### src/hdl/mac_pkg.sv
// MAC array shared types
package mac_pkg;

    // ==================================================
    // Sizes
    // ==================================================
    localparam int ARRAY_N = 4;     // Grid side and matrix dimension
    localparam int DATA_W  = 8;
    localparam int ACC_W   = 32;
    localparam int ADDR_W  = (ARRAY_N > 1) ? $clog2(ARRAY_N) : 1;

    // Scalars and rows
    typedef logic signed [DATA_W-1:0] data_t;
    typedef logic signed [ACC_W-1:0]  acc_t;
    typedef data_t [ARRAY_N-1:0]      op_row_t;
    typedef acc_t  [ARRAY_N-1:0]      acc_row_t;

    // ==================================================
    // Bundles
    // ==================================================
    // Host write of one operand row
    typedef struct packed {
        logic              we_a;
        logic              we_b;
        logic [ADDR_W-1:0] addr;
        op_row_t           row;
    } op_wr_t;

    // Host write of one column bias
    typedef struct packed {
        logic              en;
        logic [ADDR_W-1:0] addr;
        acc_t              data;
    } bias_wr_t;

    // Phase strobes from the sequencer
    typedef struct packed {
        logic              grid_en;
        logic              clear_acc;
        logic              load_en;
        logic              flush;
        logic              drain_en;
        logic [ADDR_W-1:0] row;      // Load row or drain row
    } seq_ctrl_t;

    typedef enum logic [2:0] {IDLE, CLEAR, LOAD, FLUSH, DRAIN, DONE} seq_state_e;

    typedef enum logic {ACT_NONE = 1'b0, ACT_RELU = 1'b1} act_func_e;

endpackage
### src/hdl/post_config_regs.sv
// Bias and activation setup
`timescale 1ns/1ps

module post_config_regs import mac_pkg::*; (
    input  logic      clk,
    input  logic      rst_n,
    input  bias_wr_t  bias_wr,
    input  logic      start,
    input  logic      busy,
    input  act_func_e act_func_in,
    input  logic      bias_en_in,
    output acc_row_t  bias,
    output act_func_e act_func,
    output logic      bias_en
);

    // Per-column bias, writable at any time
    always_ff @(posedge clk or negedge rst_n) begin
        if (!rst_n) begin
            bias <= '0;
        end else if (bias_wr.en) begin
            bias[bias_wr.addr] <= bias_wr.data;
        end
    end

    // Setup is frozen for the whole run
    // Only a start seen while idle is taken
    always_ff @(posedge clk or negedge rst_n) begin
        if (!rst_n) begin
            act_func <= ACT_NONE;
            bias_en  <= 1'b0;
        end else if (start && !busy) begin
            act_func <= act_func_in;
            bias_en  <= bias_en_in;
        end
    end

endmodule

### config.mk
export PLATFORM = sky130hd
export DESIGN_NAME = post_config_regs
export DESIGN_NICKNAME = d
export VERILOG_FILES = /design/src/hdl/mac_pkg.sv /design/src/hdl/post_config_regs.sv
export SDC_FILE = /design/constraint.sdc
export NUM_CORES = 1
export LEC_CHECK = 0
export ABC_AREA = 1
export BUFFER_PORTS_ARGS = -buffer_cell sky130_fd_sc_hd__buf_2
export CORE_ASPECT_RATIO = 1.5
export CORE_MARGIN = 2
export CORE_UTILIZATION = 54
export DETAILED_ROUTE_END_ITERATION = 10
export GPL_TIMING_DRIVEN = 0
export PLACE_DENSITY = 0.87
export SYNTH_ARGS = -nofsm -noshare
export SYNTH_HDL_FRONTEND = slang
export SYNTH_SLANG_ARGS = --single-unit
export TNS_END_PERCENT = 10
### constraint.sdc
create_clock -name clk -period 1.7 [get_ports clk]
set_clock_uncertainty 0.05 [all_clocks]
set_input_delay 0.17 -clock clk [delete_from_list [all_inputs] [get_ports clk]]
set_output_delay 0.17 -clock clk [all_outputs]
set_load 0.02 [all_outputs]
==> out/qor.yml <==
die:
  die_y_um: 125.0
  die_w_um: 84.67
  core_area_um2: 9579
  top_level_ports: 171
  dieArea_um2: 10580
  num_rows: 44
  start_util_pct: 55.03
synth:
  yosysTopAreaCell: "dfrtp_1"
  syn_area_per_cell_um2: 9.104
  syn_nets: 620
  synth_cell_types: 9
  ys_seq_area_share_pct: 61.71
  synthCells: 579
  synth.area.top_cells: "dfrtp_1 (62%), nand2_1 (19%), nand4_1 (11%), nand3_1 (3.5%), buf_2 (3.2%)"
  yosys_register_bits: 130
  netlist.area_leader.share_pct: 61.71
  yosysWarnings: 0
  syn-cell-area_um2: 5271
timing:
  period_share_pct: 73.79
  tightest_slew_ps: 588.0
  slew_violations: 0
  min_period_ps: 1254
  fmax_mhz: 797.1
  finalSetupViolCount: 0
  hold_viol_final: 0
  relSlewSlack_pct: 60.80
  rsz0062_at_grt: "no"
hold_path:
  hp-class: "input port to register"
grt:
  grt_antenna_before_repair: 0
  grt_usage_pct: 31.04
  grt_pass1_vias: 4984
  grt_pass1_wl_um: 25290
  grt-busiest-layer: "met2"
  met2_usage_pct: 51.18
  grt_use_met1_pct: 36.71
  met3_usage_pct: 9.307
  overflow: 0
  grt_start_max_net_pins: 109
setup_path:
  critPathCaptureType: "register"
  critPathArrivalTime_ps: 1520
  cp-start-kind: "input port"
  path_class: "input port to register"
  required_ps: 1960
  worstPathMaxFanout: 3
clocking:
  cts.sinks: 130
  clock_path_buffers: 2
  ctsHtreeMaxLevel: 4
  cts_resized: 0
  clock_latency_ps: 420
  clkSlewWorstSetupHoldPaths_ps: 50
  numCtsBuffers: 17
  clock-root-buffer: "clkbuf_16"
  cts_hold_buf: 10
  cts_setup_buffers: 0
  cts_tree: "yes"
placed_design:
  dp_hpwl_um: 11470
  port_buffers: 169
  gp_congestion: 0.8843
  dpl-instance-area_um2: 6295
detailed_routing:
  wire_per_inst_um: 17.97
  dr.pass1.iters: 6
  route.vias.total: 5229
  ant_nets: 0
  drt-total-wl_um: 16280
  drt_iter0_drc: 429
  drc: 0
  viasPerCell: 5.772
layout:
  drive_above_1_share_pct: 29.84
  postLayoutCoreUtil_pct: 72.94
  n_antenna_cell: 0
  synthToLayoutAreaGrowth_pct: 32.54
  fillers: 724
  fin_area_um2: 6987
  fin_nets: 819
run_status:
  outcome: "finished clean"
flow_run:
  cap_viol_max_count: 0
power:
  peakVddDrop_v: 0.0009072
  powerDensity_nw_per_um2: 1366
  total_power_mw: 9.546
  total_leakage_power_nw: 3.958
cells by family after synthesis:
logic type,after synthesis,synth area share [%]
simple gates,396,33.68
flops,130,61.71
buf+inv,53,4.605
per-layer routing:
layer / vias up / share of wire, %
li1: 2348 / -
met1: 2516 / 35
met2: 315 / 51
met3: 50 / 9.6
met4: 0 / 4.1
met5: - / 0
layout by cell type, fill, tap and decap left out, types with 3 or more instances in the layout:
cell             n
clkbuf_1        17
buf_2          202
clkbuf_16       17
dlygate4sd3_1   10
dfrtp_1        130
nand4_1         96
inv_1            3
clkbuf_8         4
nand2_1        262
clkinv_2         4
nand3_1         37
flip-flops by register name (all words and copies together) (netlist names):
signal / cells
act_func: 1
bias: 128
bias_en: 1
report_power, final:
part           internal, mW  switching, mW  leakage [nW]
sequential             3.59          0.297          1.62
clock                  2.30           1.31         0.289
combinational         0.635           1.41          2.05
critical path, cell delays in order:
cell and delay (ps):
dlygate4sd3_1 530, buf_2 140, nand3_1 70, dlygate4sd3_1 550
nand2_1 50
through the flow:
step	setup slack [ps]	std cells	setup TNS [ps]	hold WS (ps)
6_report	445.5	906	0	3.995
5_1_grt	399.1	906	0	7.637
4_1_cts	464.8	906	0	3.819
3_5_place_dp	314.9	864	0	-3.501
3_3_place_gp	-1124	863	-145230	366.5
2_1_floorplan	753.9	579	0	-175.6
final timing paths:
path | start | slack [ps] | cells after the start | end
min reg2reg | bias[19]$_DFFE_PN0P_ | 420 | 2 | bias[19]$_DFFE_PN0P_
max | start | 450 | 5 | bias_en$_DFFE_PN0P_
min | bias_wr[25] | 4 | 3 | bias[25]$_DFFE_PN0P_
min in group asynchronous | rst_n | 110 | 2 | bias[13]$_DFFE_PN0P_
max reg2reg | bias[113]$_DFFE_PN0P_ | 980 | 2 | bias[113]$_DFFE_PN0P_
max in group asynchronous | rst_n | 660 | 3 | bias[107]$_DFFE_PN0P_
final cells by class:
class / count / area (um^2) / area share, %
Sequential cell: 130 / 3253 / 46.56
Multi-Input combinational cell: 396 / 1775 / 25.41
Timing Repair Buffer: 180 / 979.7 / 14.02
Clock buffer: 23 / 488.0 / 6.984
Buffer: 50 / 231.5 / 3.313
Tap cell: 115 / 143.9 / 2.059
Clock inverter: 9 / 103.9 / 1.486
Inverter: 3 / 11.26 / 0.1612
Yosys cell counts, drive strengths merged:
cell / instances
nand4: 96
clkbuf: 16
inv: 3
dfrtp: 130
nand3: 37
buf: 34
nand2: 262
nor2: 1
Note: power is estimated with default switching activity, not from simulation.
