### src/hdl/mac_pkg.sv
// MAC array shared types
package mac_pkg;

    // ==================================================
    // Sizes
    // ==================================================
    localparam int ARRAY_N = 4;     // Grid side and matrix dimension
    localparam int DATA_W  = 8;
    localparam int ACC_W   = 32;
    localparam int ADDR_W  = (ARRAY_N > 1) ? $clog2(ARRAY_N) : 1;

    // Scalars and rows
    typedef logic signed [DATA_W-1:0] data_t;
    typedef logic signed [ACC_W-1:0]  acc_t;
    typedef data_t [ARRAY_N-1:0]      op_row_t;
    typedef acc_t  [ARRAY_N-1:0]      acc_row_t;

    // ==================================================
    // Bundles
    // ==================================================
    // Host write of one operand row
    typedef struct packed {
        logic              we_a;
        logic              we_b;
        logic [ADDR_W-1:0] addr;
        op_row_t           row;
    } op_wr_t;

    // Host write of one column bias
    typedef struct packed {
        logic              en;
        logic [ADDR_W-1:0] addr;
        acc_t              data;
    } bias_wr_t;

    // Phase strobes from the sequencer
    typedef struct packed {
        logic              grid_en;
        logic              clear_acc;
        logic              load_en;
        logic              flush;
        logic              drain_en;
        logic [ADDR_W-1:0] row;      // Load row or drain row
    } seq_ctrl_t;

    typedef enum logic [2:0] {IDLE, CLEAR, LOAD, FLUSH, DRAIN, DONE} seq_state_e;

    typedef enum logic {ACT_NONE = 1'b0, ACT_RELU = 1'b1} act_func_e;

endpackage
### src/hdl/operand_buffer.sv
// Operand matrix buffer
`timescale 1ns/1ps

module operand_buffer import mac_pkg::*; (
    input  logic      clk,
    input  logic      rst_n,
    input  op_wr_t    wr,
    input  logic      busy,
    input  seq_ctrl_t ctrl,
    output op_row_t   row_a,
    output op_row_t   row_b
);

    // One row per address, A and B side by side
    op_row_t mem_a [ARRAY_N];
    op_row_t mem_b [ARRAY_N];

    // Host side, locked out during a run
    always_ff @(posedge clk or negedge rst_n) begin
        if (!rst_n) begin
            for (int r = 0; r < ARRAY_N; r++) begin
                mem_a[r] <= '0;
                mem_b[r] <= '0;
            end
        end else if (!busy) begin
            if (wr.we_a) begin
                mem_a[wr.addr] <= wr.row;
            end
            if (wr.we_b) begin
                mem_b[wr.addr] <= wr.row;
            end
        end
    end

    // Sequencer side
    // Zeros outside LOAD keep the skew inputs quiet
    always_comb begin
        row_a = '0;
        row_b = '0;
        if (ctrl.load_en) begin
            row_a = mem_a[ctrl.row];
            row_b = mem_b[ctrl.row];
        end
    end

endmodule

### config.mk
export PLATFORM = sky130hd
export DESIGN_NAME = operand_buffer
export DESIGN_NICKNAME = d
export VERILOG_FILES = /design/src/hdl/mac_pkg.sv /design/src/hdl/operand_buffer.sv
export SDC_FILE = /design/constraint.sdc
export NUM_CORES = 1
export LEC_CHECK = 0
export ABC_AREA = 1
export BUFFER_PORTS_ARGS = -buffer_cell sky130_fd_sc_hd__buf_2
export CAP_MARGIN = 25
export CORE_UTILIZATION = 25
export CTS_BUF_LIST = sky130_fd_sc_hd__clkbuf_4
export DETAILED_ROUTE_END_ITERATION = 12
export PLACE_DENSITY = 0.43
export SLEW_MARGIN = 20
export SYNTH_ARGS = -nofsm -noshare
export SYNTH_HDL_FRONTEND = slang
export SYNTH_SLANG_ARGS = --single-unit
### constraint.sdc
create_clock -name clk -period 1.8 [get_ports clk]
set_clock_uncertainty 0.2 [all_clocks]
set_input_delay 0.18 -clock clk [delete_from_list [all_inputs] [get_ports clk]]
set_output_delay 0.18 -clock clk [all_outputs]
set_load 0.01 [all_outputs]
==> summary.md <==
| Metric | Value |
|---|---|
| Worst Setup SP | `mem_b[49]` |
| Std cell rows | `80` |
| Logic pwr share | `0.221` |
| Hold Path Depth | `4` |
| Area grow syn2layout | `33.33%` |
| Synth area leaders | `dfrtp_1 52%, nand2_1 16%, o21ai_0 9.3%` |
| Drt total wl | `38.29 mm` |
| Final setup violation count | `64` |
| Initial Utilization | `0.2553` |
| MaxCap Viol Count | `0` |
| Share of post-route cells with drive strength above 1 | `0.2611` |
| Max Fclk | `485.0 MHz` |
| Area of the multi-input gates | `4961 sq um` |
| Post-synth top area share | `0.5222` |
| Netlist area before placement | `12,270 sq um` |
| Detailed router's first-iteration violation count | `576` |
| Int Pwr | `0.01135 W` |
| Switching Power | `0.005110 W` |
| Reg-to-Reg End | `mem_b[33]` |
| I/O pins | `110` |
| Max_slew headroom | `0.6206` |
| Arrival time at the worst endpoint | `1680 ps` |
| Power Density | `1006 nW/um^2` |
| Worst r2r path cells | `3` |
| Fin. max-slew vios | `0` |
| Design Area, Final | `16,360 sq um` |
| Cts bufs inserted | `79` |
| Worst-path clk slew | `60 ps` |
| CTS tree | `yes` |
| GRT Residual Overflow | `0` |
| Critical Path Start Type | `flip-flop` |
| Status | `finished, violations left` |
| Failing checks | `setup timing` |
| CP Data Required Time | `1420 ps` |
| Final ANT Viol Nets | `0` |
| Crit end category | `primary output` |
| Die area | `49,960 sq um` |
| Die W | `223.5 microns` |
| Largest net degree at the start of global routing | `65` |
| Worst Path Max Fanout | `2` |
| Final setup margin | `-261.8 ps` |
| Critical path type | `flip-flop to primary output` |
| Layout net count | `1,919` |
| Post-synthesis sequential area ratio | `0.5222` |
| GRT Total Usage | `0.1559` |
| DP Worst Slack | `31.69 ps` |
| Hold Vio Cnt, Final | `0` |
| Clock Sinks | `256` |
| Post-DP Area | `13,640 sq um` |
| Switching Fraction | `0.3105` |
| R2r setup slk | `420 ps` |
| Crit share post-route | `1.145` |
| Die height | `223.5 microns` |
| Met3 Use GR | `0.03437` |
| Hold crit path type | `input port to flip-flop` |
| M1 GR Usage | `0.2082` |
| Post-synthesis register bit count | `256` |
| Core ar. | `48,050 sq um` |
| Worst-skew pair later-pin latency | `760 ps` |
| Met2 GRT Util | `0.2481` |
| Antenna violations before repair | `4` |
| Worst Tran Pin Value | `569.2 ps` |
| Flop pwr share | `0.448` |
| Vias in the first global route | `10,730` |
| Cells after synthesis | `1,621` |
| Final period demand of the worst path | `2062 ps` |
| RSZ-0062 raised after global routing | `yes` |
| Worst-case clock buffer depth | `3` |
| Per-cell routed wire length | `15.07 microns` |
| CP Capture Point | `row_b[17]` |
| Root Driver | `clkbuf_4` |
| Clock power share | `0.331` |
| Pre-Repair DR Iteration Count | `5` |
| GR peak layer | `met2` |
| Largest area contributor in the synthesized netlist | `dfrtp_1` |
| Yosys Warn Count | `0` |
| VDD IR max | `0.3187 mV` |
| Synth Net Count | `1,667` |
| FF-to-FF Start | `mem_b[33]` |
| H-tree depth | `3` |
| First-pass GRT wire length | `60.28 mm` |
| Cell variety after synth | `17` |
| Vias per cell | `4.325` |
| LEAKAGE | `8.450 nW` |
| Post-DP HPWL | `22.16 mm` |
| Via count | `10,990` |
| Detailed-route DRC error count | `0` |
| FF/Latch Area | `6406 sq um` |
| Avg Cell Area, Syn | `7.568 sq um` |
| Number of fill cells | `5,181` |
| Routability cong. | `0.7364` |
| IO Port Bufs | `105` |
[final cells by class]
type                       instances  share of cell area
multi-input combinational        974              0.3033
timing repair buffer             266              0.1333
tap                              615             0.04704
clock inverter                    12            0.002983
inverter                         296             0.06808
antenna                            6           0.0009179
clock buffer                     115             0.05278
sequential                       256              0.3916
[worst max-delay path, stage by stage (launching register included)]
cell     delay [ps]
dfrtp_1         350
inv_1            40
nand2_1          80
nand3_2          70
a21oi_2         210
buf_2           160
[flip-flops by register name (all words and copies together) (netlist names)]
register	cells
mem_a	128
mem_b	128
[worst min-delay path by stage]
| stage | start | endpoint | slack [ps] |
|---|---|---|---|
| after floorplan | rst_n | mem_a[0] | -320 |
| after global placement | rst_n | mem_a[115] | -60 |
| after detailed placement | rst_n | mem_a[115] | -60 |
| after CTS | wr[11] | mem_a[75] | 50 |
| after global routing | wr[0] | mem_b[64] | 120 |
| final | wr[17] | mem_a[49] | 140 |
[synth_stat cells]
cell      instances
nor2_1            1
nor2_2            2
nand3_1         128
dfrtp_1         256
o21ai_0         228
inv_2             2
clkbuf_1         17
nand2_2           8
nor2_4            2
a21oi_1          64
clkbuf_2          9
inv_1           294
o21ai_1          28
nand2_1         513
buf_6             7
buf_1             3
buf_2            59
[per-layer routing]
metal	wire length (microns)	vias up
met5	25	-
met4	633	4
met3	1824	55
met2	17700	228
met1	18100	5170
li1	-	5529
[power by group through the flow]
stage / Combinational, W / Clock [W] / Sequential, W
after global placement: 0.00281 / 0 / 0.00743
after CTS: 0.00323 / 0.00574 / 0.00736
after detailed placement: 0.00285 / 0 / 0.00746
after floorplan: 0.00196 / 0 / 0.00734
after global routing: 0.00419 / 0.00608 / 0.00749
final: 0.00364 / 0.00545 / 0.00737
[metrics by stage]
stage                     setup TNS (ps)  std cells  power, W  utilization  hold slack [ps]
after CTS                         -17480       2483   0.01633       0.3239            52.31
after detailed placement               0       2292   0.01031       0.2840           -60.17
after global placement            -4.318       2292   0.01024       0.2840           -61.11
final                             -11370       2540   0.01646       0.3404            141.2
after global routing              -20560       2540   0.01776       0.3404            115.1
after floorplan                        0       1621  0.009304            -           -315.6
[logic make-up after synthesis]
family,synth area share
simple gates,0.2164
buf+inv,0.1309
compound gates,0.1305
flops,0.5222
[what timing repair did]
item                       in CTS  in global routing
hold endpoints to repair      512                  0
hold buffers                   47                  0
resized for setup              91                 91
gates cloned                    0                  0
setup endpoints to repair      64                115
setup buffers                  17                 51
pin swaps                      61                 66
[cell usage in the layout, fill, tap and decap left out, types with 28 or more instances in the layout]
master | Yosys | routed
nand2_1 | 513 | 504
inv_1 | 294 | 289
dfrtp_1 | 256 | 256
o21ai_0 | 228 | 228
clkbuf_4 | 0 | 115
buf_2 | 59 | 92
buf_4 | 0 | 90
nand3_2 | 0 | 82
a21oi_2 | 0 | 47
dlygate4sd3_1 | 0 | 47
nand3_1 | 128 | 46
o21ai_1 | 28 | 28
Power figures use the tool's default switching activity.
