### config.mk
export PLATFORM = sky130hd
export DESIGN_NAME = result_drain
export DESIGN_NICKNAME = d
export VERILOG_FILES = /design/src/hdl/mac_pkg.sv /design/src/hdl/result_drain.sv
export SDC_FILE = /design/constraint.sdc
export NUM_CORES = 1
export LEC_CHECK = 0
export BUFFER_PORTS_ARGS = -buffer_cell sky130_fd_sc_hd__buf_2
export CAP_MARGIN = 25
export CORE_MARGIN = 4
export CORE_UTILIZATION = 45
export CTS_CLUSTER_SIZE = 8
export DETAILED_ROUTE_END_ITERATION = 8
export PLACE_DENSITY_LB_ADDON = 0.3
export RECOVER_POWER = 25
export SLEW_MARGIN = 20
export SYNTH_ARGS = -nofsm -noshare
export SYNTH_HDL_FRONTEND = slang
export SYNTH_SLANG_ARGS = --single-unit
### constraint.sdc
create_clock -name clk -period 11.4 [get_ports clk]
set_input_delay 1.14 -clock clk [delete_from_list [all_inputs] [get_ports clk]]
set_output_delay 1.14 -clock clk [all_outputs]
set_load 0.005 [all_outputs]
### src/hdl/mac_pkg.sv
// MAC array shared types
package mac_pkg;

    // ==================================================
    // Sizes
    // ==================================================
    localparam int ARRAY_N = 4;     // Grid side and matrix dimension
    localparam int DATA_W  = 8;
    localparam int ACC_W   = 32;
    localparam int ADDR_W  = (ARRAY_N > 1) ? $clog2(ARRAY_N) : 1;

    // Scalars and rows
    typedef logic signed [DATA_W-1:0] data_t;
    typedef logic signed [ACC_W-1:0]  acc_t;
    typedef data_t [ARRAY_N-1:0]      op_row_t;
    typedef acc_t  [ARRAY_N-1:0]      acc_row_t;

    // ==================================================
    // Bundles
    // ==================================================
    // Host write of one operand row
    typedef struct packed {
        logic              we_a;
        logic              we_b;
        logic [ADDR_W-1:0] addr;
        op_row_t           row;
    } op_wr_t;

    // Host write of one column bias
    typedef struct packed {
        logic              en;
        logic [ADDR_W-1:0] addr;
        acc_t              data;
    } bias_wr_t;

    // Phase strobes from the sequencer
    typedef struct packed {
        logic              grid_en;
        logic              clear_acc;
        logic              load_en;
        logic              flush;
        logic              drain_en;
        logic [ADDR_W-1:0] row;      // Load row or drain row
    } seq_ctrl_t;

    typedef enum logic [2:0] {IDLE, CLEAR, LOAD, FLUSH, DRAIN, DONE} seq_state_e;

    typedef enum logic {ACT_NONE = 1'b0, ACT_RELU = 1'b1} act_func_e;

endpackage
### src/hdl/result_drain.sv
// Result drain and read port
`timescale 1ns/1ps

module result_drain import mac_pkg::*; (
    input  logic              clk,
    input  logic              rst_n,
    input  seq_ctrl_t         ctrl,
    input  acc_row_t          acc [ARRAY_N],
    input  acc_row_t          bias,
    input  act_func_e         act_func,
    input  logic              bias_en,
    input  logic              rd_en,
    input  logic [ADDR_W-1:0] rd_addr,
    output acc_row_t          rd_data,
    output logic              rd_valid
);

    acc_row_t          proc_row;
    acc_row_t          proc_q;
    logic [ADDR_W-1:0] addr_q;
    logic              wr_pend;
    acc_row_t          res_mem [ARRAY_N];

    // ==================================================
    // Bias and activation
    // ==================================================
    always_comb begin
        acc_t v;
        for (int j = 0; j < ARRAY_N; j++) begin
            v = acc[ctrl.row][j];
            if (bias_en) begin
                v = v + bias[j];
            end
            // ReLU clamps on the sign bit
            if ((act_func == ACT_RELU) && v[ACC_W-1]) begin
                v = '0;
            end
            proc_row[j] = v;
        end
    end

    // Stage the processed row with its address
    always_ff @(posedge clk or negedge rst_n) begin
        if (!rst_n) begin
            wr_pend <= 1'b0;
        end else begin
            wr_pend <= ctrl.drain_en;
        end
    end

    always_ff @(posedge clk) begin
        proc_q <= proc_row;
        addr_q <= ctrl.row;
    end

    // ==================================================
    // Result buffer
    // ==================================================
    // Drain write owns the port, host read waits
    always_ff @(posedge clk or negedge rst_n) begin
        if (!rst_n) begin
            for (int r = 0; r < ARRAY_N; r++) begin
                res_mem[r] <= '0;
            end
        end else if (wr_pend) begin
            res_mem[addr_q] <= proc_q;
        end
    end

    always_ff @(posedge clk) begin
        if (rd_en && !wr_pend) begin
            rd_data <= res_mem[rd_addr];
        end
    end

    // One-cycle read latency, dropped on a collision
    always_ff @(posedge clk or negedge rst_n) begin
        if (!rst_n) begin
            rd_valid <= 1'b0;
        end else begin
            rd_valid <= rd_en && !wr_pend;
        end
    end

endmodule

==> summary.md <==
| Metric | Value |
|---|---|
| Cell Rows | `108` |
| CP required | `11.91 ns` |
| CP cell instances | `buf_6, clkbuf_1, mux4_2, ha_1, a21o_1, a311oi_1, o211ai_1, and3_1, o311a_1, o22ai_1, mux2i_1, xnor2_1, nor2_2, buf_4, nor2_1` |
| Total GRT Usage | `24.6%` |
| Hold Startpoint | `res_mem[129]$_DFFE_PN0P_` |
| Most common cell in the netlist | `dfrtp_1` |
| FILL cells | `7434` |
| Clock sinks | `772` |
| Worst setup path class | `primary input to flip-flop` |
| Post-CTS sizing | `0` |
| Post-CTS Setup Bufs | `0` |
| TNS Setup | `0 ns` |
| Multi-input logic area | `0.0195 sq mm` |
| Die Ht | `305 microns` |
| Die Wd | `305 microns` |
| Worst r2r dst | `rd_data[45]$_DFFE_PP_` |
| Cts hold-fix bufs | `0` |
| Reg2Reg Setup Slack | `7.35 ns` |
| Failing checks | `max-capacitance violations, max-slew violations` |
| Max Clk Rate | `0.136 GHz` |
| Vias | `28300` |
| First-pass GRT wire length | `178000 microns` |
| Port Buffers | `778` |
| Die area | `0.0928 sq mm` |
| Syn Inst Count | `2935` |
| Area Growth Syn to Fin | `20.8%` |
| Syn_nets | `3717` |
| Yosys top cell by area | `dfrtp_1` |
| Crit path DAT | `7.84 ns` |
| WL per Instance | `23.5 microns` |
| CTS tree | `done` |
| DRC viols | `0` |
| Startpoint types | `primary input` |
| Post-route ant nets | `0` |
| Clock tree buffer depth | `3` |
| Via/cell ratio | `5.72` |
| Slowest-stage cell, CP | `clkbuf_1` |
| Cell variety after synth | `78` |
| CP endpoint kind | `flip-flop` |
| DRT iter0 DRCs | `1818` |
| Root buffer cell | `clkbuf_16` |
| Initial antenna violation count | `12` |
| Post-Syn Area per Cell | `13.5 sq um` |
| Htree depth | `3` |
| Top_reg_cell synth | `dfrtp_1` |
| Post-place setup slack | `4.93 ns` |
| Yosys reg bits | `772` |
| Seq/Total Area, Yosys | `48.8%` |
| Reg2Reg Depth | `3` |
| Mapped Area | `0.0396 sq mm` |
| Measured slew at the worst slew-check pin | `5.80 ns` |
| Min Tclk post-route | `7.33 ns` |
| Post-Route Skew | `0.0310 ns` |
| Critical path's top delay family | `buffers and inverters` |
| Maximum vdd drop | `122 uV` |
| Max cap viols | `6` |
| Io pins | `783` |
| Buf+Inv Stages, Crit Path | `3` |
| Congestion Overflow GR | `0` |
| Status | `complete, but fails checks` |
| Clk_lat worst skew | `0.66 ns` |
| Crit Path Max Fanout | `51` |
| Initial Utilization | `45.5%` |
| Pwr Density | `191 mW/mm^2` |
| CORE AREA | `0.0870 sq mm` |
| Slowest cell delay on critical path | `2.35 ns` |
| EDFF count, synth | `128` |
| Cts bufs inserted | `107` |
| Unrepaired setup endpoints after global routing | `no` |
| YS warnings | `0` |
| GPL Wtd Cong | `0.940` |
| Asr flop ratio synth | `66.6%` |
| Setup ws final | `4.07 ns` |
| Share of layout cells above drive strength 1 | `45.3%` |
| Hold path cells | `1` |
| R2R Path Start | `wr_pend$_DFF_PN0_` |
| Rel. slew slack | `-287%` |
| Largest cells by area after synthesis | `dfrtp_1 (32%), mux2_2 (15%), mux4_2 (15%)` |
| Total routed wirelength | `116000 microns` |
| Fin. Hold Viols | `0` |
| LEAKAGE | `21.4 nW` |
| Hold path endpoint | `res_mem[129]$_DFFE_PN0P_` |
| Placed Instances | `4731` |
| Largest net degree at the start of global routing | `155` |
| Area share of the largest cell type after synthesis | `32.5%` |
| DP HPWL | `81800 microns` |
| Max-slew violation count | `281` |
| First-pass iteration count of the detailed router | `7` |
| Worst hold path class | `flip-flop to flip-flop` |
| Synth cell count leaders | `dfrtp_1 (514), mux2_2 (512), mux4_2 (256), nand2_1 (187), a21oi_1 (173)` |
| Crit share post-route | `64.3%` |
| FF/Latch Area | `0.0193 sq mm` |
| Post-Layout Cell Count | `4944` |
| Nets | `4468` |
| Clock Pin Slew Worst Setup and Hold Paths | `0.05 ns` |
| WP depth | `15` |
| Vias in the first global route | `29500` |
| Setup-failing EPs final | `0` |
[power by group]
part           internal, mW  total, mW  switching, mW  leakage (nW)
clock network          1.80       2.99           1.19          1.51
logic                  1.20       2.11          0.909          11.2
registers              3.61       4.03          0.416          8.74
total                  6.60       9.12           2.51          21.4
[per-layer routing]
| metal | track usage [%] | wire, microns |
|---|---|---|
| met1 | 33.5 | 50100 |
| met3 | 3.98 | 6690 |
| met2 | 41.4 | 56700 |
| met4 | 6.31 | 2520 |
| met5 | 0 | 13 |
[worst register-to-register path, cell delays in order, from the launching register on]
cell	delay (ns)
dfrtp_1	0.43
nor2b_1	1.25
clkbuf_1	1.08
buf_4	0.79
[layout by cell type, fill, tap and decap left out, drive strengths merged, types with 23 or more instances in the layout]
cell	synthesis	layout
nand2	187	187
buf	37	801
a21oi	183	183
a21o	69	69
mux2	513	513
clkbuf	128	203
a31oi	23	23
dfxtp	130	130
nand3	30	30
nor2	133	133
mux2i	42	42
xnor2	71	71
xor2	28	28
o21ai	60	60
edfxtp	128	128
dfrtp	514	514
ha	124	124
inv	31	34
nor3	26	26
mux4	256	256
[worst max path at each step]
stage,start,to,slack [ns]
6_report,ctrl[1],proc_q[118]$_SDFF_PP0_,4.07
3_5_place_dp,ctrl[0],proc_q[93]$_SDFF_PP0_,4.93
2_1_floorplan,rd_en,rd_valid$_DFF_PN0_,3.97
5_1_grt,ctrl[1],proc_q[111]$_SDFF_PP0_,3.74
3_3_place_gp,ctrl[0],proc_q[86]$_SDFF_PP0_,4.95
4_1_cts,ctrl[0],proc_q[93]$_SDFF_PP0_,5.64
[sequential cells by signal, summed over array words and instances (netlist names)]
| name | cells |
|---|---|
| addr_q | 2 |
| proc_q | 128 |
| rd_data | 128 |
| rd_valid | 1 |
| res_mem | 512 |
| wr_pend | 1 |
[cell type report]
| type | instances | area share, % |
|---|---|---|
| diodes | 8 | 0.0419 |
| clock buffers | 197 | 6.41 |
| clock inverters | 7 | 0.249 |
| inverters | 31 | 0.249 |
| multi-input cells | 1967 | 40.8 |
| flip-flops and latches | 772 | 40.4 |
| well taps | 1155 | 3.02 |
| repair buffers | 807 | 8.80 |
[logic make-up after synthesis]
logic type	Yosys count	share of synthesized area [%]
simple gates	474	5.38
flops	772	48.8
buf+inv	196	1.95
compound gates	455	7.39
mux	811	30.2
fa+ha+maj	128	4.12
xor+xnor	99	2.19
[per-stage QoR]
stage                     hold WS, ns  area [sq um]  power (mW)  utilization (%)
after floorplan                 0.474         39600        5.45                -
after global placement          0.481         44700        6.08             51.3
after detailed placement        0.487         44700        6.16             51.3
after CTS                       0.499         47900        9.19             55.0
after global routing            0.504         47800        9.61             54.9
final                           0.497         47800        9.12             55.0
Power figures use the tool's default switching activity.
