==> src/hdl/mac_pkg.sv <==
// MAC array shared types
package mac_pkg;

    // ==================================================
    // Sizes
    // ==================================================
    localparam int ARRAY_N = 4;     // Grid side and matrix dimension
    localparam int DATA_W  = 8;
    localparam int ACC_W   = 32;
    localparam int ADDR_W  = (ARRAY_N > 1) ? $clog2(ARRAY_N) : 1;

    // Scalars and rows
    typedef logic signed [DATA_W-1:0] data_t;
    typedef logic signed [ACC_W-1:0]  acc_t;
    typedef data_t [ARRAY_N-1:0]      op_row_t;
    typedef acc_t  [ARRAY_N-1:0]      acc_row_t;

    // ==================================================
    // Bundles
    // ==================================================
    // Host write of one operand row
    typedef struct packed {
        logic              we_a;
        logic              we_b;
        logic [ADDR_W-1:0] addr;
        op_row_t           row;
    } op_wr_t;

    // Host write of one column bias
    typedef struct packed {
        logic              en;
        logic [ADDR_W-1:0] addr;
        acc_t              data;
    } bias_wr_t;

    // Phase strobes from the sequencer
    typedef struct packed {
        logic              grid_en;
        logic              clear_acc;
        logic              load_en;
        logic              flush;
        logic              drain_en;
        logic [ADDR_W-1:0] row;      // Load row or drain row
    } seq_ctrl_t;

    typedef enum logic [2:0] {IDLE, CLEAR, LOAD, FLUSH, DRAIN, DONE} seq_state_e;

    typedef enum logic {ACT_NONE = 1'b0, ACT_RELU = 1'b1} act_func_e;

endpackage
==> src/hdl/input_skew.sv <==
// Operand row skew
`timescale 1ns/1ps

module input_skew import mac_pkg::*; (
    input  logic      clk,
    input  logic      rst_n,
    input  seq_ctrl_t ctrl,
    input  op_row_t   row_in,
    output op_row_t   row_out
);

    data_t lane_in  [ARRAY_N];
    data_t lane_out [ARRAY_N];
    logic  shift_en;

    // Lanes move during load and flush only
    assign shift_en = ctrl.load_en | ctrl.flush;

    // Flush pushes zeros behind the last row
    always_comb begin
        for (int m = 0; m < ARRAY_N; m++) begin
            lane_in[m] = ctrl.load_en ? row_in[m] : '0;
        end
    end

    for (genvar m = 0; m < ARRAY_N; m++) begin : g_lane
        if (m == 0) begin : g_direct
            // Element 0 goes straight in
            assign lane_out[m] = lane_in[m];
        end else begin : g_chain
            data_t chain [m];

            always_ff @(posedge clk or negedge rst_n) begin
                if (!rst_n) begin
                    for (int k = 0; k < m; k++) begin
                        chain[k] <= '0;
                    end
                end else if (shift_en) begin
                    chain[0] <= lane_in[m];
                    for (int k = 1; k < m; k++) begin
                        chain[k] <= chain[k-1];
                    end
                end
            end

            assign lane_out[m] = chain[m-1];
        end
    end

    always_comb begin
        for (int m = 0; m < ARRAY_N; m++) begin
            row_out[m] = lane_out[m];
        end
    end

endmodule

==> config.mk <==
export PLATFORM = sky130hd
export DESIGN_NAME = input_skew
export DESIGN_NICKNAME = d
export VERILOG_FILES = /design/src/hdl/mac_pkg.sv /design/src/hdl/input_skew.sv
export SDC_FILE = /design/constraint.sdc
export NUM_CORES = 1
export LEC_CHECK = 0
export BUFFER_PORTS_ARGS = -buffer_cell sky130_fd_sc_hd__buf_2
export CORE_ASPECT_RATIO = 0.8
export CORE_MARGIN = 2
export CORE_UTILIZATION = 51
export CTS_BUF_LIST = sky130_fd_sc_hd__clkbuf_2 sky130_fd_sc_hd__clkbuf_4 sky130_fd_sc_hd__clkbuf_8
export CTS_CLUSTER_DIAMETER = 200
export DETAILED_ROUTE_END_ITERATION = 8
export PLACE_DENSITY = 0.82
export SYNTH_ARGS = -nofsm -noshare
export SYNTH_HDL_FRONTEND = slang
export SYNTH_SLANG_ARGS = --single-unit
==> constraint.sdc <==
create_clock -name clk -period 1 [get_ports clk]
set_input_delay 0.1 -clock clk [delete_from_list [all_inputs] [get_ports clk]]
set_output_delay 0.1 -clock clk [all_outputs]
set_load 0.05 [all_outputs]
==> results.md, run 1 <==
- Outcome: finished clean
- Power Density: between 1500 and 2000 nW/um^2
- Actual slew at the worst max-slew pin: about 0.25 ns
- Area delta synth->final: 24.18%
- Yosys cell types: 10
- HPWL after DPL: approximately 2700 um
- Delay-heaviest family, CP: flip-flops
- Core ar.: approximately 3800 um^2
- Cell taking the most area after synthesis: dfrtp_1
- Share of layout cells above drive strength 1: 0.5397
- Grt ovf: 0
- Seq/Total Area, Yosys: 0.5832
- Die area: 4566 um^2
- Fin util: 0.6680
- GRT Util Overall: 0.1761
- Die width: 75.05 um
- Worst path max stage delay: slightly above 0.4 ns
- DR DRC count: 0
- H-tree levels: 2
- FF/Latch Area: approximately 1200 um^2
- WS Path Type: flop to primary output
- Antenna Cells: 0
- Top area cells in the synthesized netlist: dfrtp_1 (58%), mux2_4 (13%), a22o_1 (10%)
- Register bit total from synthesis: 48
- Post-CTS Setup Inserts: 0
- Top cells by count, synth: dfrtp_1 (48), a22o_1 (24), buf_4 (24)
- Largest net degree at the start of global routing: 49
- Final hold vios: 0
- Post-Syn Area: between 2000 and 2500 um^2
- TritonCTS Sinks: 48
- LEAKAGE: around 1.3 nW
- Post-place setup slack: -0.06380 ns
- Post-synth ARST share: 1.000
- Top-count cell post-synth: dfrtp_1
- Clk buf depth: 2
- Finished Layout Cells: ~240
- Final critical-path share of the clock period: 0.9712
- Clock-pin slew on the worst setup and hold paths: around 0.08 ns
- Die span in y: a little over 60 um
- Clk_skew: between 0.006 and 0.007 ns
- Final setup vio count: 0
- DR WL/cell: 15.70 um
- Worst Path Max Fanout: 2
- Unrepaired setup endpoints after global routing: true
- Io pins: 73
- Slowest stage cell, crit path: dfrtp_1
- Post-Synthesis Cells: ~140
- Max Clk Rate: between 1000 and 1500 MHz
- Filler cells: 284
- Multi-input logic area: slightly above 600 um^2
- Post-synth top flop: dfrtp_1
- Hold crit path type: input pin to flop
- First-pass GRT wire length: 5837 um
- DP Area: ~2300 um^2
- CP endpoint kind: primary output
- Worst Path Buf+Inv: 1
- DRT Wirelength: around 3800 um
- Dpl cells: 235
- Initial antenna violation count: 0
- Slew Limit Fails: 0
- Antenna-violating nets left: 0
- Required @ worst endpoint: approximately 0.9 ns
- Top cell type's share of synthesized area: 0.5832
- Yosys Warn Count: 0
- Crit start category: flop
- Root buffer cell: clkbuf_8
- CP arrival: just under 0.9 ns
- Final Wtd Congestion: just over 0.7
- Design Area, Final: 2557 um^2
- Vias per cell: 4.861
- VDD IR-drop max: 0.9023 mV
- CTS tree: yes
- Via count: around 1200
- Final worst slack: 0.02882 ns
- Clock insertion delay at the later pin of the skew report: between 0.2 and 0.3 ns
- Tmin final: 0.9712 ns
- Initial DRC count: 43
- Router iterations before antenna repair: 2
- Max Cap Viol: 0
- CTS Buf Count: 5
- Avg Inst Size Synth: ~15 um^2
- CP Cell Sequence: buf_6
- EDFF count, synth: 0
- Number of global-route vias before repair: around 1300
- Port Buffers: 67
- Final #Nets: between 200 and 250
- Syn_nets: 178
- Relative slew slack: 0.8326
- # rows: 20
- Initial Utilization: 0.5379
- Hold_ws: between 0.03 and 0.04 ns
kinds of logic after synthesis:
kind of cell	share of synthesized area
flops	0.5832
buf+inv	0.1209
compound gates	0.1021
mux	0.1640
simple gates	0.02977
power by group:
group | switching, mW | internal (mW) | leakage [nW]
clock network | 0.576 | 0.618 | 0.0523
registers | 0.123 | 2.12 | 0.606
logic | 0.632 | 0.472 | 0.643
cell type report:
class | count | share of cell area
multi-input cells | 57 | 0.2383
well taps | 55 | 0.02691
clock buffers | 8 | 0.03816
flip-flops and latches | 48 | 0.4697
repair buffers | 76 | 0.2270
layer usage:
metal  wire length (um)  GRT usage  vias up
met5                  0          0        -
met2               1942     0.3083       38
li1                   -          -      554
met3                197    0.05648        3
met4                 22    0.05357        0
met1               1669     0.2089      591
cells in the final DEF, fill, tap and decap left out:
cell	n
clkbuf_8	6
buf_12	2
a22o_1	24
dlygate4sd3_1	1
mux2_1	6
mux2_4	18
buf_2	40
buf_6	22
and2_1	8
buf_4	8
clkbuf_4	5
dfrtp_1	48
nor2_4	1
per-stage QoR:
stage | setup TNS [ns] | power, mW
floorplan | 0 | 3.069
finish | 0 | 4.537
global placement | -0.2364 | 3.201
global route | -0.01262 | 4.751
detailed placement | -0.7551 | 3.244
CTS | 0 | 4.511
registers in the layout (all words and copies together) (netlist names):
signal and count:
g_lane.g_chain.chain 32, row_out 16
final timing paths:
path / endpoint / cells past startpoint / slack, ns / from
setup / recovery: row_out[26] / 1 / 0.03 / row_out[26]
setup reg to reg: row_out[24] / 1 / 0.17 / row_out[24]
hold reg to reg: g_lane[3].g_chain.chain[22] / 1 / 0.49 / g_lane[3].g_chain.chain[22]
hold / removal: g_lane[1].g_chain.chain[7] / 2 / 0.04 / row_in[15]
min in group asynchronous: g_lane[2].g_chain.chain[15] / 3 / 0.33 / rst_n
max in group asynchronous: g_lane[1].g_chain.chain[5] / 3 / 0.44 / rst_n
timing repair:
action | in CTS | in global routing
hold buffers | 1 | 0
endpoints found under the setup margin | 24 | 25
gates resized for setup | 25 | 24
hold endpoints to repair | 48 | 0
(Power assumes the default switching activity.)
==> run 2, diff against run 1 <==
--- a/config.mk
+++ b/config.mk
@@ -8,11 +8,11 @@
 export BUFFER_PORTS_ARGS = -buffer_cell sky130_fd_sc_hd__buf_2
 export CORE_ASPECT_RATIO = 0.8
 export CORE_MARGIN = 2
-export CORE_UTILIZATION = 51
+export CORE_UTILIZATION = 55
 export CTS_BUF_LIST = sky130_fd_sc_hd__clkbuf_2 sky130_fd_sc_hd__clkbuf_4 sky130_fd_sc_hd__clkbuf_8
 export CTS_CLUSTER_DIAMETER = 200
 export DETAILED_ROUTE_END_ITERATION = 8
-export PLACE_DENSITY = 0.82
+export PLACE_DENSITY = 0.87
 export SYNTH_ARGS = -nofsm -noshare
 export SYNTH_HDL_FRONTEND = slang
 export SYNTH_SLANG_ARGS = --single-unit
==> constraint.sdc (replaced) <==
create_clock -name clk -period 1.2 [get_ports clk]
set_input_delay 0.12 -clock clk [delete_from_list [all_inputs] [get_ports clk]]
set_output_delay 0.12 -clock clk [all_outputs]
set_load 0.05 [all_outputs]
==> run 2 against run 1 <==
  * Die area decreased by 6.9%
  * Sequential share of layout area rose by 4.0 points
  * Design area is 7.8% lower
  * Register-to-register slack better by 0.22 ns
  * Clock power fell by 24%
  * Sequential power is 18% lower
  * First-iteration DRC count is 98% higher
  * Non-clock buffer count fell by 4
  * Clock skew decreased by 0.0030 ns
==> results.md, run 2 (same netlist as run 1, synthesis figures left out) <==
- Relative slew slack: 0.8008 (-0.03173)
- Final Wtd Congestion: 0.7301 (+2.0%)
- Fin util: 0.6700 (+0.002012)
- CTS resizes: 0 (-100%)
- Port Buffers: 67 (unchanged)
- Initial antenna violation count: 0 (unchanged)
- Worst Path Max Fanout: 32 (+30)
- Clock-pin slew on the worst setup and hold paths: 0.08 ns (about the same)
- Hold crit path type: input pin to flop
- Largest register FFs: 32 (unchanged)
- # rows: 19 (-5.0%)
- Final hold vios: 0 (unchanged)
- Unrepaired setup endpoints after global routing: false
- Most flop-heavy register: g_lane.g_chain.chain
- Worst setup path startpoint: ctrl[4]
- Final setup vio count: 0 (unchanged)
- Antenna-violating nets left: 0 (unchanged)
- Number of global-route vias before repair: 1212 (-3.3%)
- Die span in y: 58.73 um (-3.5%)
- Worst Path Buf+Inv: 3 (+2)
- H-tree levels: 2 (unchanged)
- First-pass GRT wire length: 5630 um (-3.5%)
- CTS Buf Count: 5 (unchanged)
- Die width: 72.42 um (-3.5%)
- Clock insertion delay at the later pin of the skew report: 0.29 ns (about the same)
- Clk_skew: 0.003182 ns (-0.002985 ns)
- Die area: 4253 um^2 (-6.9%)
- Crit path depth: 4 (+3)
- Initial Utilization: 0.5853 (+0.04744)
- Post-place setup slack: 0.07194 ns (+0.1357 ns)
- CP endpoint kind: primary output
- LEAKAGE: 1.243 nW (-4.5%)
- Delay-heaviest family, CP: buffers and inverters
- CP arrival: 0.99 ns (+0.12 ns)
- CTS tree: yes
- Worst Reg2Reg Path Length in Cells: 1 (unchanged)
- TritonCTS Sinks: 48 (unchanged)
- Crit start category: input pin
- Final #Nets: 225 (-1.7%)
- Worst flop-to-flop path startpoint: row_out[25]
- Largest net degree at the start of global routing: 49 (unchanged)
- Required @ worst endpoint: 1.08 ns (+0.18 ns)
- DR DRC count: 0 (unchanged)
- Max Clk Rate: approximately 900 MHz
- Cell mode on critical path: buf_2
- Most frequent cells in the layout: buf_2 (67), dfrtp_1 (48), a22o_1 (24), mux2_4 (18), and2_1 (8)
- Root buffer cell: clkbuf_8
- Final critical-path share of the clock period: 0.9267
- # hold bufs at CTS: 1 (unchanged)
- Setup TNS: 0 ns (unchanged)
- Via count: 1193 (+0.59%)
- DR WL/cell: 15.80 um (+0.58%)
- Worst path max stage delay: 0.30 ns (-0.11 ns)
- DRT Wirelength: 3570 um (-6.8%)
- Max Cap Viol: 0 (unchanged)
- Area delta synth->final: 14.46%
- Core ar.: 3518 um^2 (-8.1%)
- Grt ovf: 0 (unchanged)
- Share of layout cells above drive strength 1: 0.5272 (-0.01251)
- Min-delay src: row_in[27]
- Tmin final: around 1.1 ns
- GRT Util Overall: 0.1800 (+0.003926)
- Io pins: 73 (unchanged)
- Router iterations before antenna repair: 4 (+2)
- Antenna Cells: 0 (unchanged)
- Slew Limit Fails: 0 (unchanged)
- Initial DRC count: 85 (+98%)
- Slowest stage cell, crit path: buf_4
- Final worst slack: 0.08800 ns (+0.05918 ns)
- Outcome: finished clean
- Actual slew at the worst max-slew pin: 0.2987 ns (+0.04760 ns)
- WS Path Type: input pin to primary output
- Hold path cells: 2 (unchanged)
- VDD IR-drop max: 0.9843 mV (+9.1%)
- Vias per cell: 5.279 (+8.6%)
- HPWL after DPL: 2526 um (-7.5%)
- Total power: 3.558 mW (-22%)
- Clk buf depth: 2 (unchanged)
- Post-CTS Setup Inserts: 0 (unchanged)
- CP Cell Sequence: buf_2 > buf_4 > and2_1 > buf_2
- Most common cell after layout, fill and taps aside: buf_2
- Power Density: 1509 nW/um^2 (-15%)
[run 2: cell types whose count changed in the layout (fill, tap and decap cells not counted)]
cell and change:
buf_12 +1, clkinv_2 +1, buf_4 -7, clkbuf_8 -1
buf_2 +27, buf_6 -22, clkbuf_4 -4
[run 2: per-layer routing]
metal	wire length (um)	track usage	vias to the layer above	part of all wire
li1	-	-	547	-
met1	1478	0.2195	597	0.41
met2	1867	0.3106	47	0.52
met3	214	0.04281	2	0.060
met4	10	0.07672	0	0.0028
met5	0	0	-	0
[run 2: where the power goes]
| part | internal, mW | switching, mW |
|---|---|---|
| clock | 0.419 | 0.484 |
| sequential | 1.76 | 0.0816 |
| combinational | 0.291 | 0.520 |
| total | 2.47 | 1.09 |
[run 2: cell type report]
type / instances / area, um^2
clock buffer: 6 / 76.32
clock inverter: 1 / 5.005
fill: 250 / 1161
multi-input combinational: 57 / 609.3
sequential: 48 / 1201
tap: 42 / 52.55
timing repair buffer: 72 / 412.9
[run 2: final timing paths]
kind	end	slack [ns]
max in group asynchronous	row_out[29]	0.65
setup / recovery	row_out[4]	0.09
hold / removal	g_lane[3].g_chain.chain[19]	0.06
hold reg to reg	row_out[24]	0.49
min in group asynchronous	g_lane[2].g_chain.chain[8]	0.33
setup reg to reg	row_out[25]	0.39
[run 2: metrics by stage]
| step | cells | hold WS [ns] | cell area (um^2) |
|---|---|---|---|
| 2_1_floorplan | 137 | -0.1756 | 2059 |
| 3_3_place_gp | 218 | 0.1104 | 2266 |
| 3_5_place_dp | 218 | 0.1227 | 2266 |
| 4_1_cts | 226 | 0.04458 | 2357 |
| 5_1_grt | 226 | 0.05586 | 2357 |
| 6_report | 226 | 0.05624 | 2357 |
